### src/common/dds_pkg.sv
// ~~~~~~~~~~~~~~~~~~~~~~~~~~~~~~~~~~~~~~~~
// shared definitions for the DDS sweep controller
// holds register addresses, init words, the sweep record
// layout, the serial frame type and default parameter values
// every block refers to these as dds_pkg::name
// ~~~~~~~~~~~~~~~~~~~~~~~~~~~~~~~~~~~~~~~~
package dds_pkg;

	// longest serial frame is one full sweep record
	localparam int FRAME_MAX_BITS = 184;

	// register addresses on the DDS serial port
	localparam logic [7:0] ADDR_RAMP_LIMIT = 8'h0b;
	localparam logic [7:0] ADDR_RAMP_STEP = 8'h0c;
	localparam logic [7:0] ADDR_RAMP_RATE = 8'h0d;
	localparam logic [7:0] ADDR_CFR1 = 8'h00;
	localparam logic [7:0] ADDR_CFR2 = 8'h01;
	localparam logic [7:0] ADDR_CFR3 = 8'h02;
	localparam logic [7:0] ADDR_AUX_DAC = 8'h03;

	// CFR1 bit 12 clears the digital ramp accumulator on update
	localparam logic [31:0] CFR1_CLEAR_WORD = 32'h0000_1000;
	localparam logic [31:0] CFR1_RUN_WORD = 32'h0000_0000;
	// digital ramp mode on, parallel data clock off
	localparam logic [31:0] CFR2_WORD = 32'h0048_0020;
	// high REFCLK_OUT drive, VCO5, input divider bypassed, PLL on with N = 100
	localparam logic [31:0] CFR3_WORD = 32'h353f_c1c8;
	// full scale current as low as it goes
	localparam logic [31:0] AUX_DAC_WORD = 32'h0000_0000;

	// a step of all ones marks the ramp direction that is not used
	localparam logic [31:0] STEP_MAX = 32'hffff_ffff;

	// defaults for the top level parameters
	localparam int DEF_SWEEP_DEPTH = 20;
	localparam int DEF_IO_RESET_CYCLES = 5;
	localparam int DEF_DR_PREP_CYCLES = 8;

	// one sweep as it goes out on sdio, first field is sent first
	typedef struct packed {
		logic [7:0] limit_addr;
		logic [31:0] upper_limit;
		logic [31:0] lower_limit;
		logic [7:0] step_addr;
		logic [31:0] dec_step;
		logic [31:0] inc_step;
		logic [7:0] rate_addr;
		logic [15:0] dec_rate;
		logic [15:0] inc_rate;
	} sweep_record_t;

	// a serial message for the shifter
	// bits are left aligned so bit FRAME_MAX_BITS-1 goes out first
	typedef struct packed {
		logic [FRAME_MAX_BITS-1:0] bits;
		logic [7:0] nbits;
		logic update;
	} dds_frame_t;

endpackage

### src/serial/dds_serial_shifter.sv
// ~~~~~~~~~~~~~~~~~~~~~~~~~~~~~~~~~~~~~~~~
// serial writer for the DDS register port
// sends nbits of a frame most significant bit first, two clock
// cycles per bit, then pulses io_update if the frame asks for it
// ~~~~~~~~~~~~~~~~~~~~~~~~~~~~~~~~~~~~~~~~
`timescale 1ns/1ps

module dds_serial_shifter (
	input logic RABBIT_CLOK,
	input logic reset_flag,
	input logic shift_start,
	input dds_pkg::dds_frame_t shift_frame,
	output logic sdio,
	output logic sclk,
	output logic io_update,
	output logic shift_done
);

	logic [dds_pkg::FRAME_MAX_BITS-1:0] shreg;
	logic [7:0] bits_left;
	logic upd_q;
	logic busy;
	// high when the next cycle raises sclk on the bit already on sdio
	logic phase;

	// remaining bits and the update request of the frame in flight
	always_ff @(posedge RABBIT_CLOK)
	begin
		if (shift_start && !busy)
		begin
			shreg <= shift_frame.bits << 1;
			upd_q <= shift_frame.update;
		end
		else if (busy && !phase && (bits_left != '0))
		begin
			shreg <= shreg << 1;
		end
	end

	always_ff @(posedge RABBIT_CLOK)
	begin
		if (reset_flag)
		begin
			busy <= 1'b0;
			phase <= 1'b0;
			bits_left <= '0;
			sdio <= 1'b0;
			sclk <= 1'b0;
			io_update <= 1'b0;
			shift_done <= 1'b0;
		end
		else
		begin
			io_update <= 1'b0;
			shift_done <= 1'b0;
			if (!busy)
			begin
				if (shift_start)
				begin
					// the first bit sits on sdio with sclk low
					sdio <= shift_frame.bits[dds_pkg::FRAME_MAX_BITS-1];
					sclk <= 1'b0;
					bits_left <= shift_frame.nbits - 8'd1;
					phase <= 1'b1;
					busy <= 1'b1;
				end
			end
			else if (phase)
			begin
				// the chip samples sdio on this rising edge
				sclk <= 1'b1;
				phase <= 1'b0;
			end
			else if (bits_left == '0)
			begin
				// the last bit was clocked in and the frame ends here
				sclk <= 1'b0;
				sdio <= 1'b0;
				busy <= 1'b0;
				io_update <= upd_q;
				shift_done <= 1'b1;
			end
			else
			begin
				sclk <= 1'b0;
				sdio <= shreg[dds_pkg::FRAME_MAX_BITS-1];
				bits_left <= bits_left - 1'b1;
				phase <= 1'b1;
			end
		end
	end

	// a start while a frame is still going out would be lost
	a_start_idle: assert property (@(posedge RABBIT_CLOK) disable iff (reset_flag)
		shift_start |-> !busy);

endmodule

### src/serial/serial_port_arbiter.sv
// ~~~~~~~~~~~~~~~~~~~~~~~~~~~~~~~~~~~~~~~~
// shares the one DDS serial port between init and playback
// init has fixed priority, the owner keeps the port until
// the shifter reports its frame done
// ~~~~~~~~~~~~~~~~~~~~~~~~~~~~~~~~~~~~~~~~
`timescale 1ns/1ps

module serial_port_arbiter (
	input logic RABBIT_CLOK,
	input logic reset_flag,
	input logic init_req,
	input dds_pkg::dds_frame_t init_frame,
	input logic play_req,
	input dds_pkg::dds_frame_t play_frame,
	input logic shift_done,
	output logic init_grant,
	output logic play_grant,
	output logic init_done,
	output logic play_done,
	output logic shift_start,
	output dds_pkg::dds_frame_t shift_frame
);

	typedef enum logic [1:0] {OWN_NONE, OWN_INIT, OWN_PLAY} owner_t;

	// also tells whether the shifter is busy
	owner_t owner;

	// done goes back only to whoever owns the frame on the wire
	assign init_done = shift_done && (owner == OWN_INIT);
	assign play_done = shift_done && (owner == OWN_PLAY);

	always_ff @(posedge RABBIT_CLOK)
	begin
		if (reset_flag)
		begin
			owner <= OWN_NONE;
			init_grant <= 1'b0;
			play_grant <= 1'b0;
			shift_start <= 1'b0;
		end
		else
		begin
			init_grant <= 1'b0;
			play_grant <= 1'b0;
			shift_start <= 1'b0;
			if (owner == OWN_NONE)
			begin
				if (init_req)
				begin
					owner <= OWN_INIT;
					init_grant <= 1'b1;
					shift_start <= 1'b1;
					shift_frame <= init_frame;
				end
				else if (play_req)
				begin
					owner <= OWN_PLAY;
					play_grant <= 1'b1;
					shift_start <= 1'b1;
					shift_frame <= play_frame;
				end
			end
			else if (shift_done)
			begin
				owner <= OWN_NONE;
			end
		end
	end

	// the shifter only finishes frames that were granted here
	a_done_owned: assert property (@(posedge RABBIT_CLOK) disable iff (reset_flag)
		shift_done |-> (owner != OWN_NONE));

endmodule

### src/hdl/sweep_store.sv
// ~~~~~~~~~~~~~~~~~~~~~~~~~~~~~~~~~~~~~~~~
// sweep record FIFO between the host and the player
// the host writes only while it holds a credit and gets one
// back per record the player pops
// ~~~~~~~~~~~~~~~~~~~~~~~~~~~~~~~~~~~~~~~~
`timescale 1ns/1ps

module sweep_store #(
	parameter int SWEEP_DEPTH = 20
) (
	input logic RABBIT_CLOK,
	input logic reset_flag,
	input logic host_valid,
	input dds_pkg::sweep_record_t host_record,
	input logic rec_pop,
	output logic host_credit,
	output logic rec_ready,
	output dds_pkg::sweep_record_t rec_head
);

	localparam int PTR_W = (SWEEP_DEPTH > 1) ? $clog2(SWEEP_DEPTH) : 1;
	localparam int CNT_W = $clog2(SWEEP_DEPTH + 1);

	dds_pkg::sweep_record_t mem [SWEEP_DEPTH];
	logic [PTR_W-1:0] wr_ptr;
	logic [PTR_W-1:0] rd_ptr;
	logic [CNT_W-1:0] count;

	// the oldest record is always visible to the player
	assign rec_ready = (count != '0);
	assign rec_head = mem[rd_ptr];

	// record storage, written whenever the host presents a record
	always_ff @(posedge RABBIT_CLOK)
	begin
		if (host_valid)
		begin
			mem[wr_ptr] <= host_record;
		end
	end

	always_ff @(posedge RABBIT_CLOK)
	begin
		if (reset_flag)
		begin
			wr_ptr <= '0;
			rd_ptr <= '0;
			count <= '0;
			host_credit <= 1'b0;
		end
		else
		begin
			// every freed slot goes straight back to the host as one credit
			host_credit <= rec_pop;
			if (host_valid)
			begin
				wr_ptr <= (wr_ptr == PTR_W'(SWEEP_DEPTH - 1)) ? '0 : wr_ptr + 1'b1;
			end
			if (rec_pop)
			begin
				rd_ptr <= (rd_ptr == PTR_W'(SWEEP_DEPTH - 1)) ? '0 : rd_ptr + 1'b1;
			end
			// a write and a pop in the same cycle leave the count alone
			if (host_valid && !rec_pop)
			begin
				count <= count + 1'b1;
			end
			else if (rec_pop && !host_valid)
			begin
				count <= count - 1'b1;
			end
		end
	end

	// the credit loop must keep the host from overrunning the buffer
	a_no_write_full: assert property (@(posedge RABBIT_CLOK) disable iff (reset_flag)
		host_valid |-> (count != CNT_W'(SWEEP_DEPTH)) || rec_pop);

	// the player only pops what is there
	a_no_pop_empty: assert property (@(posedge RABBIT_CLOK) disable iff (reset_flag)
		rec_pop |-> (count != '0));

endmodule

### src/hdl/init_sequencer.sv
// ~~~~~~~~~~~~~~~~~~~~~~~~~~~~~~~~~~~~~~~~
// DDS initialization after init_trigger
// pulses io_reset, then requests the six setup frames one
// after another through the serial port arbiter
// ~~~~~~~~~~~~~~~~~~~~~~~~~~~~~~~~~~~~~~~~
`timescale 1ns/1ps

module init_sequencer #(
	parameter int IO_RESET_CYCLES = 5
) (
	input logic RABBIT_CLOK,
	input logic reset_flag,
	input logic init_trigger,
	input logic init_grant,
	input logic init_done,
	output logic io_reset,
	output logic init_busy,
	output logic init_req,
	output dds_pkg::dds_frame_t init_frame
);

	localparam int CNT_W = (IO_RESET_CYCLES > 1) ? $clog2(IO_RESET_CYCLES + 1) : 1;

	typedef enum logic [1:0] {S_IDLE, S_PULSE, S_REQ, S_SEND} state_t;

	state_t state;
	logic [CNT_W-1:0] pulse_cnt;
	logic [2:0] frame_idx;

	// a 40 bit register write, address then word, left aligned in the frame
	function automatic dds_pkg::dds_frame_t reg_frame(input logic [7:0] addr,
		input logic [31:0] word, input logic upd);
		dds_pkg::dds_frame_t f;
		f.bits = {addr, word, {(dds_pkg::FRAME_MAX_BITS - 40){1'b0}}};
		f.nbits = 8'd40;
		f.update = upd;
		return f;
	endfunction

	// frame contents follow the index, the first one zeroes both ramp limits
	always_comb
	begin
		case (frame_idx)
			3'd0:
			begin
				init_frame.bits = {dds_pkg::ADDR_RAMP_LIMIT, 64'h0,
					{(dds_pkg::FRAME_MAX_BITS - 72){1'b0}}};
				init_frame.nbits = 8'd72;
				init_frame.update = 1'b0;
			end
			3'd1: init_frame = reg_frame(dds_pkg::ADDR_CFR1, dds_pkg::CFR1_CLEAR_WORD, 1'b0);
			3'd2: init_frame = reg_frame(dds_pkg::ADDR_CFR2, dds_pkg::CFR2_WORD, 1'b0);
			3'd3: init_frame = reg_frame(dds_pkg::ADDR_CFR3, dds_pkg::CFR3_WORD, 1'b0);
			// this update loads the setup and clears the ramp accumulator
			3'd4: init_frame = reg_frame(dds_pkg::ADDR_AUX_DAC, dds_pkg::AUX_DAC_WORD, 1'b1);
			// with the clear bit dropped the accumulator can ramp again
			default: init_frame = reg_frame(dds_pkg::ADDR_CFR1, dds_pkg::CFR1_RUN_WORD, 1'b1);
		endcase
	end

	always_ff @(posedge RABBIT_CLOK)
	begin
		if (reset_flag)
		begin
			state <= S_IDLE;
			pulse_cnt <= '0;
			frame_idx <= '0;
			io_reset <= 1'b0;
			init_busy <= 1'b0;
			init_req <= 1'b0;
		end
		else
		begin
			case (state)
				S_IDLE:
				begin
					// a trigger while busy never reaches this state
					if (init_trigger)
					begin
						io_reset <= 1'b1;
						init_busy <= 1'b1;
						frame_idx <= '0;
						pulse_cnt <= CNT_W'(IO_RESET_CYCLES - 1);
						state <= S_PULSE;
					end
				end
				S_PULSE:
				begin
					if (pulse_cnt == '0)
					begin
						io_reset <= 1'b0;
						init_req <= 1'b1;
						state <= S_REQ;
					end
					else
					begin
						pulse_cnt <= pulse_cnt - 1'b1;
					end
				end
				S_REQ:
				begin
					// hold the request and frame until the arbiter takes them
					if (init_grant)
					begin
						init_req <= 1'b0;
						state <= S_SEND;
					end
				end
				default:
				begin
					if (init_done)
					begin
						if (frame_idx == 3'd5)
						begin
							init_busy <= 1'b0;
							state <= S_IDLE;
						end
						else
						begin
							frame_idx <= frame_idx + 1'b1;
							init_req <= 1'b1;
							state <= S_REQ;
						end
					end
				end
			endcase
		end
	end

endmodule

### src/hdl/sweep_player.sv
// ~~~~~~~~~~~~~~~~~~~~~~~~~~~~~~~~~~~~~~~~
// sweep playback
// each sweep_trig pops the oldest record, sends it as one
// 184 bit frame with update, and then steers dr_ctl through
// its preparation and final levels
// ~~~~~~~~~~~~~~~~~~~~~~~~~~~~~~~~~~~~~~~~
`timescale 1ns/1ps

module sweep_player #(
	parameter int DR_PREP_CYCLES = 8
) (
	input logic RABBIT_CLOK,
	input logic reset_flag,
	input logic sweep_trig,
	input logic rec_ready,
	input dds_pkg::sweep_record_t rec_head,
	input logic play_grant,
	input logic play_done,
	output logic rec_pop,
	output logic play_req,
	output dds_pkg::dds_frame_t play_frame,
	output logic dr_ctl,
	output logic sweep_busy
);

	localparam int CNT_W = (DR_PREP_CYCLES > 1) ? $clog2(DR_PREP_CYCLES + 1) : 1;

	typedef enum logic [1:0] {S_IDLE, S_REQ, S_SEND, S_PREP} state_t;

	state_t state;
	dds_pkg::sweep_record_t rec_q;
	logic [CNT_W-1:0] prep_cnt;
	logic upward;

	// a trigger only counts when idle with something stored
	assign rec_pop = (state == S_IDLE) && sweep_trig && rec_ready;

	// the whole record goes out in one message, then the chip updates
	assign play_frame.bits = rec_q;
	assign play_frame.nbits = 8'(dds_pkg::FRAME_MAX_BITS);
	assign play_frame.update = 1'b1;

	// the host parks the unused direction at the maximum step,
	// so a maxed decrement step means the sweep runs upward
	assign upward = (rec_q.dec_step == dds_pkg::STEP_MAX);

	// the popped record is held here for the length of the sweep
	always_ff @(posedge RABBIT_CLOK)
	begin
		if (rec_pop)
		begin
			rec_q <= rec_head;
		end
	end

	always_ff @(posedge RABBIT_CLOK)
	begin
		if (reset_flag)
		begin
			state <= S_IDLE;
			prep_cnt <= '0;
			play_req <= 1'b0;
			dr_ctl <= 1'b0;
			sweep_busy <= 1'b0;
		end
		else
		begin
			case (state)
				S_IDLE:
				begin
					if (rec_pop)
					begin
						play_req <= 1'b1;
						sweep_busy <= 1'b1;
						state <= S_REQ;
					end
				end
				S_REQ:
				begin
					if (play_grant)
					begin
						play_req <= 1'b0;
						state <= S_SEND;
					end
				end
				S_SEND:
				begin
					// done comes with io_update and the preparation level follows it
					if (play_done)
					begin
						dr_ctl <= !upward;
						prep_cnt <= CNT_W'(DR_PREP_CYCLES - 1);
						state <= S_PREP;
					end
				end
				default:
				begin
					if (prep_cnt == '0)
					begin
						// final level is the opposite one and stays until the next sweep
						dr_ctl <= upward;
						sweep_busy <= 1'b0;
						state <= S_IDLE;
					end
					else
					begin
						prep_cnt <= prep_cnt - 1'b1;
					end
				end
			endcase
		end
	end

	// a done only ever answers the frame this player has on the wire
	a_done_sending: assert property (@(posedge RABBIT_CLOK) disable iff (reset_flag)
		play_done |-> (state == S_SEND));

endmodule

### src/hdl/dds_sweep_top.sv
// ~~~~~~~~~~~~~~~~~~~~~~~~~~~~~~~~~~~~~~~~
// top of the DDS sweep controller
// the host fills the sweep store under credit flow control,
// init and sweep playback share the serial port through
// the arbiter, and all parameters are set here
// ~~~~~~~~~~~~~~~~~~~~~~~~~~~~~~~~~~~~~~~~
`timescale 1ns/1ps

module dds_sweep_top #(
	parameter int SWEEP_DEPTH = dds_pkg::DEF_SWEEP_DEPTH,
	parameter int IO_RESET_CYCLES = dds_pkg::DEF_IO_RESET_CYCLES,
	parameter int DR_PREP_CYCLES = dds_pkg::DEF_DR_PREP_CYCLES
) (
	input logic RABBIT_CLOK,
	input logic reset_flag,
	input logic host_valid,
	input dds_pkg::sweep_record_t host_record,
	input logic init_trigger,
	input logic sweep_trig,
	output logic host_credit,
	output logic sdio,
	output logic sclk,
	output logic io_update,
	output logic io_reset,
	output logic dr_ctl,
	output logic init_busy,
	output logic sweep_busy
);

	// store to player
	logic rec_ready;
	logic rec_pop;
	dds_pkg::sweep_record_t rec_head;

	// requesters to arbiter
	logic init_req;
	logic init_grant;
	logic init_done;
	dds_pkg::dds_frame_t init_frame;
	logic play_req;
	logic play_grant;
	logic play_done;
	dds_pkg::dds_frame_t play_frame;

	// arbiter to shifter
	logic shift_start;
	logic shift_done;
	dds_pkg::dds_frame_t shift_frame;

	sweep_store #(
		.SWEEP_DEPTH(SWEEP_DEPTH)
	) u_store (
		.RABBIT_CLOK(RABBIT_CLOK),
		.reset_flag(reset_flag),
		.host_valid(host_valid),
		.host_record(host_record),
		.rec_pop(rec_pop),
		.host_credit(host_credit),
		.rec_ready(rec_ready),
		.rec_head(rec_head)
	);

	init_sequencer #(
		.IO_RESET_CYCLES(IO_RESET_CYCLES)
	) u_init (
		.RABBIT_CLOK(RABBIT_CLOK),
		.reset_flag(reset_flag),
		.init_trigger(init_trigger),
		.init_grant(init_grant),
		.init_done(init_done),
		.io_reset(io_reset),
		.init_busy(init_busy),
		.init_req(init_req),
		.init_frame(init_frame)
	);

	sweep_player #(
		.DR_PREP_CYCLES(DR_PREP_CYCLES)
	) u_player (
		.RABBIT_CLOK(RABBIT_CLOK),
		.reset_flag(reset_flag),
		.sweep_trig(sweep_trig),
		.rec_ready(rec_ready),
		.rec_head(rec_head),
		.play_grant(play_grant),
		.play_done(play_done),
		.rec_pop(rec_pop),
		.play_req(play_req),
		.play_frame(play_frame),
		.dr_ctl(dr_ctl),
		.sweep_busy(sweep_busy)
	);

	serial_port_arbiter u_arb (
		.RABBIT_CLOK(RABBIT_CLOK),
		.reset_flag(reset_flag),
		.init_req(init_req),
		.init_frame(init_frame),
		.play_req(play_req),
		.play_frame(play_frame),
		.shift_done(shift_done),
		.init_grant(init_grant),
		.play_grant(play_grant),
		.init_done(init_done),
		.play_done(play_done),
		.shift_start(shift_start),
		.shift_frame(shift_frame)
	);

	dds_serial_shifter u_shifter (
		.RABBIT_CLOK(RABBIT_CLOK),
		.reset_flag(reset_flag),
		.shift_start(shift_start),
		.shift_frame(shift_frame),
		.sdio(sdio),
		.sclk(sclk),
		.io_update(io_update),
		.shift_done(shift_done)
	);

endmodule

### config.mk
export PLATFORM = sky130hd
export DESIGN_NAME = dds_sweep_top
export DESIGN_NICKNAME = d
export VERILOG_FILES = /design/src/common/dds_pkg.sv /design/src/serial/dds_serial_shifter.sv /design/src/serial/serial_port_arbiter.sv /design/src/hdl/sweep_store.sv /design/src/hdl/init_sequencer.sv /design/src/hdl/sweep_player.sv /design/src/hdl/dds_sweep_top.sv
export SDC_FILE = /design/constraint.sdc
export NUM_CORES = 2
export LEC_CHECK = 0
export ABC_AREA = 1
export BUFFER_PORTS_ARGS = -buffer_cell sky130_fd_sc_hd__buf_2
export CAP_MARGIN = 20
export CORE_ASPECT_RATIO = 0.5
export CORE_MARGIN = 3
export CORE_UTILIZATION = 30
export DETAILED_ROUTE_END_ITERATION = 16
export GPL_TIMING_DRIVEN = 0
export PLACE_DENSITY_LB_ADDON = 0.12
export SYNTH_ARGS = -nofsm -noshare
export SYNTH_HDL_FRONTEND = slang
export SYNTH_HIERARCHICAL = 1
export SYNTH_SLANG_ARGS = --single-unit
### constraint.sdc
create_clock -name RABBIT_CLOK -period 69.9 [get_ports RABBIT_CLOK]
set_input_delay 13.98 -clock RABBIT_CLOK [delete_from_list [all_inputs] [get_ports RABBIT_CLOK]]
set_output_delay 13.98 -clock RABBIT_CLOK [all_outputs]
set_load 0.01 [all_outputs]
==> impl_metrics.csv <==
group,metric,value,unit
synth,avgSynthCellArea,12.2,um^2
clocking,path_clk_slew,0.06,ns
sta,clock_skew,0.0666,ns
floorplan,coreArea,568000,um^2
drt,drc,0,
sta,tns,0,ns
sta,rsz0062_at_grt,"no",
clocking,clock_path_buffers,4,
global_route,grt_max_degree,72,
finish,fillers,55700,
synth,yosysUniqueCellTypes,40,
sta,hold_viol,0,
clocking,cts.sinks,4301,
sta,holdWs,0.419,ns
worst_setup_path,worstSetupStartpointType,"input port",
power_and_ir_drop,ir_drop,0.0000216,V
worst_setup_path,crit_chain,"buf_2 -> clkbuf_1 -> nand2_1 -> nor4_2 -> buf_6 -> buf_4 -> buf_4 -> buf_4 -> buf_4 -> buf_4 -> buf_4 -> buf_6 -> buf_4 -> buf_4 -> buf_4",
drt,wl_per_cell,25.5,um
finish,nets,15300,
clocking,cts_setup_buffers,0,
sta,min_period,16.94,ns
worst_setup_path,cp-end-kind,"flip-flop",
worst_setup_path,cp.buffers_inverters,13,
floorplan,ios,197,
sta,drv_slew,0,
sta,tightestPinTransition,1.17,ns
worst_setup_path,critPathArrivalTime,17.73,ns
placement,globalplace.congestion,0.788,
synth,ys_ff_latch,4301,
synth,synthesis.instances,14100,
global_route,track_usage,19.6,%
sta,finalSetupViolCount,0,
synth,synth_area,172000,um^2
floorplan,start_util,30.3,%
worst_setup_path,crit_required,70.68,ns
sta,relSlewSlack,22.0,%
worst_setup_path,critPathMaxStageDelay,0.54,ns
clocking,insertion_delay,1.11,ns
floorplan,dieArea,583000,um^2
clocking,cts_root_buf,"clkbuf_16",
drt,firstDrtPassIters,6,
worst_setup_path,crit_top_cell,"buf_4",
synth,yosysSeqAreaShare,74.8,%
worst_setup_path,crit_path_max_fanout,9,
finish,drive_above_1_share,10.9,%
global_route,overflow,0,
job,maxCapViolations,0,
power_and_ir_drop,power_density,36.4,nW/um^2
global_route,grt_pass1_wl,822000,um
synth,yosysWarnings,6,
floorplan,die-width,1080,um
clocking,cts_tree,"done",
drt,viasPerCell,4.88,
drt,vias,113000,
global_route,first_global_vias,107000,
min_path,hp-class,"flip-flop to flip-flop",
drt,ant_nets,0,
outcome,status,"completed",
global_route,antenna_found_initial,122,
clocking,cts-htree-levels,5,
clocking,cts_buffers,423,
finish,syn_to_final_growth,17.2,%
sta,final.period_utilization,24.2,%
worst_setup_path,crit_slowest_cell,"nor4_2",
sta,max_freq,0.0590,GHz
power_and_ir_drop,p_leak,0.0716,uW
clocking,ctsResizeCount,0,
worst_setup_path,path_class,"input port to flip-flop",
placement,dp_hpwl,411000,um
drt,dr.first_iter.drc_count,10800,
drt,wl,588000,um
placement,numPortBuffers,196,
floorplan,placementRows,195,
floorplan,die_h,541,um
clocking,cts_hold_buffers,0,
worst_setup_path,cp_top_family,"buffers and inverters",
==> sequential cells by signal, indices dropped and copies added (netlist names), 2 cells and up, named ones only <==
name and count:
u_store/rd_ptr 5, u_shifter/shreg 183, u_init/frame_idx 3, u_init/state 2
u_player/state 2, u_store/wr_ptr 5, u_init/pulse_cnt 3, u_player/prep_cnt 4
u_player/play_frame 184, u_arb/shift_frame 193, u_shifter/bits_left 8, u_store/count 5
u_arb/owner 2, u_store/mem 3680
==> cell usage in the layout (no fill, tap or decap), types with 36 or more instances in the layout <==
master | synthesis | routed
buf_1 | 107 | 102
buf_12 | 0 | 176
buf_2 | 222 | 422
buf_4 | 309 | 342
buf_6 | 49 | 55
bufinv_16 | 0 | 36
clkbuf_1 | 370 | 448
clkbuf_16 | 0 | 428
clkinv_1 | 0 | 106
clkinv_2 | 0 | 63
conb_1 | 4 | 177
dfxtp_1 | 60 | 60
diode_2 | 0 | 41
edfxtp_1 | 4241 | 4241
inv_1 | 82 | 81
nand2_1 | 4750 | 4750
nand3_1 | 2691 | 2691
nor2_1 | 462 | 443
o21ai_0 | 388 | 388
o22ai_1 | 184 | 184
==> where the power goes <==
group / switching [uW] / internal [uW] / total [uW]
Clock: 1030 / 1260 / 2290
Combinational: 1420 / 492 / 1910
Sequential: 48.2 / 3070 / 3120
==> final cells by class <==
type	count	area (um^2)	area share, %
multi-input cells	8780	38000	18.9
repair buffers	445	5680	2.82
clock buffers	532	11100	5.53
plain buffers	1057	5810	2.88
clock inverters	241	2330	1.16
inverters	95	369	0.183
diodes	41	103	0.0509
flip-flops and latches	4301	129000	63.8
well taps	7584	9490	4.71
==> stage by stage <==
step	setup slack (ns)	instance area (um^2)	utilization [%]	power, uW	instances
after floorplan	37.04	173000	-	4240	14200
final	52.96	201000	35.5	7320	23100
after global routing	52.94	201000	35.5	7680	23000
after global placement	12.30	183000	32.2	5110	22000
after CTS	53.04	201000	35.5	7400	23000
after detailed placement	51.90	188000	33.1	5100	22300
==> path summary, 6_finish.rpt <==
check | from | end | slack (ns) | cells past startpoint
worst max register to register | flip-flop | u_player/play_frame[83]$_DFFE_PP_ | 65.65 | 10
worst min register to register | u_arb/shift_frame[0]$_DFFE_PP_ | u_shifter/upd_q$_DFFE_PP_ | 0.42 | 0
worst min-delay path | u_arb/shift_frame[0]$_DFFE_PP_ | u_shifter/upd_q$_DFFE_PP_ | 0.42 | 0
worst max-delay path | host_valid | u_store/mem[7][95]$_DFFE_PP_ | 52.96 | 15
==> logic make-up after synthesis <==
logic type                 share of synthesized area, %
and+or+nand+nor                                    19.4
buffers and inverters                              3.57
adders and majority gates                         0.208
xor gates and xnor gates                         0.0459
other                                           0.00873
AOI/OAI and AO/OA                                  1.98
DFF                                                74.8
==> worst register-to-register path, delay by kind of cell (launching register included) <==
| family | cells | cell delay, ns |
|---|---|---|
| AND/OR/NAND/NOR | 6 | 1.38 |
| buffers and inverters | 4 | 2.38 |
| flip-flops | 1 | 0.29 |
==> layer usage <==
metal	up-vias	share of wire [%]	global-route usage, %
met5	-	0.017	0
met4	16	2.1	4.21
met3	673	5.8	2.29
met2	3432	45	30.7
met1	57100	47	29.2
li1	51500	-	-
==> synthesized netlist by cell type <==
| cell | count | area share, % |
|---|---|---|
| clkbuf_1 | 370 | 0.81 |
| and3_1 | 2 | 0.0073 |
| o21ai_1 | 7 | 0.020 |
| buf_4 | 309 | 1.3 |
| ha_1 | 27 | 0.20 |
| nor2_4 | 3 | 0.020 |
| buf_6 | 49 | 0.32 |
| nand2_2 | 12 | 0.044 |
| dfxtp_1 | 60 | 0.70 |
| a21oi_1 | 33 | 0.096 |
| a211oi_1 | 1 | 0.0044 |
| o21ai_0 | 388 | 1.1 |
| xnor2_1 | 3 | 0.015 |
| o21ai_4 | 1 | 0.0095 |
| nor4_1 | 1 | 0.0036 |
| inv_4 | 2 | 0.0073 |
| conb_1 | 4 | 0.0087 |
| inv_2 | 11 | 0.024 |
| nor2_2 | 5 | 0.018 |
| o21bai_1 | 2 | 0.0087 |
| or2_2 | 1 | 0.0036 |
| buf_2 | 222 | 0.65 |
| a21oi_2 | 4 | 0.020 |
| nand4_1 | 2 | 0.0073 |
| nand2_1 | 4750 | 10 |
| xor2_1 | 6 | 0.031 |
| inv_1 | 82 | 0.18 |
| o22ai_1 | 184 | 0.67 |
| o31ai_1 | 1 | 0.0044 |
| edfxtp_1 | 4241 | 74 |
| buf_1 | 107 | 0.23 |
| fa_1 | 1 | 0.012 |
| nor3b_1 | 1 | 0.0044 |
| nor2_1 | 462 | 1.0 |
| o21ai_2 | 1 | 0.0051 |
| o211ai_1 | 1 | 0.0044 |
| nor3_1 | 7 | 0.020 |
| nand2_4 | 5 | 0.033 |
| nand3_1 | 2691 | 7.8 |
| a21oi_4 | 1 | 0.0095 |
Power figures use the tool's default switching activity.
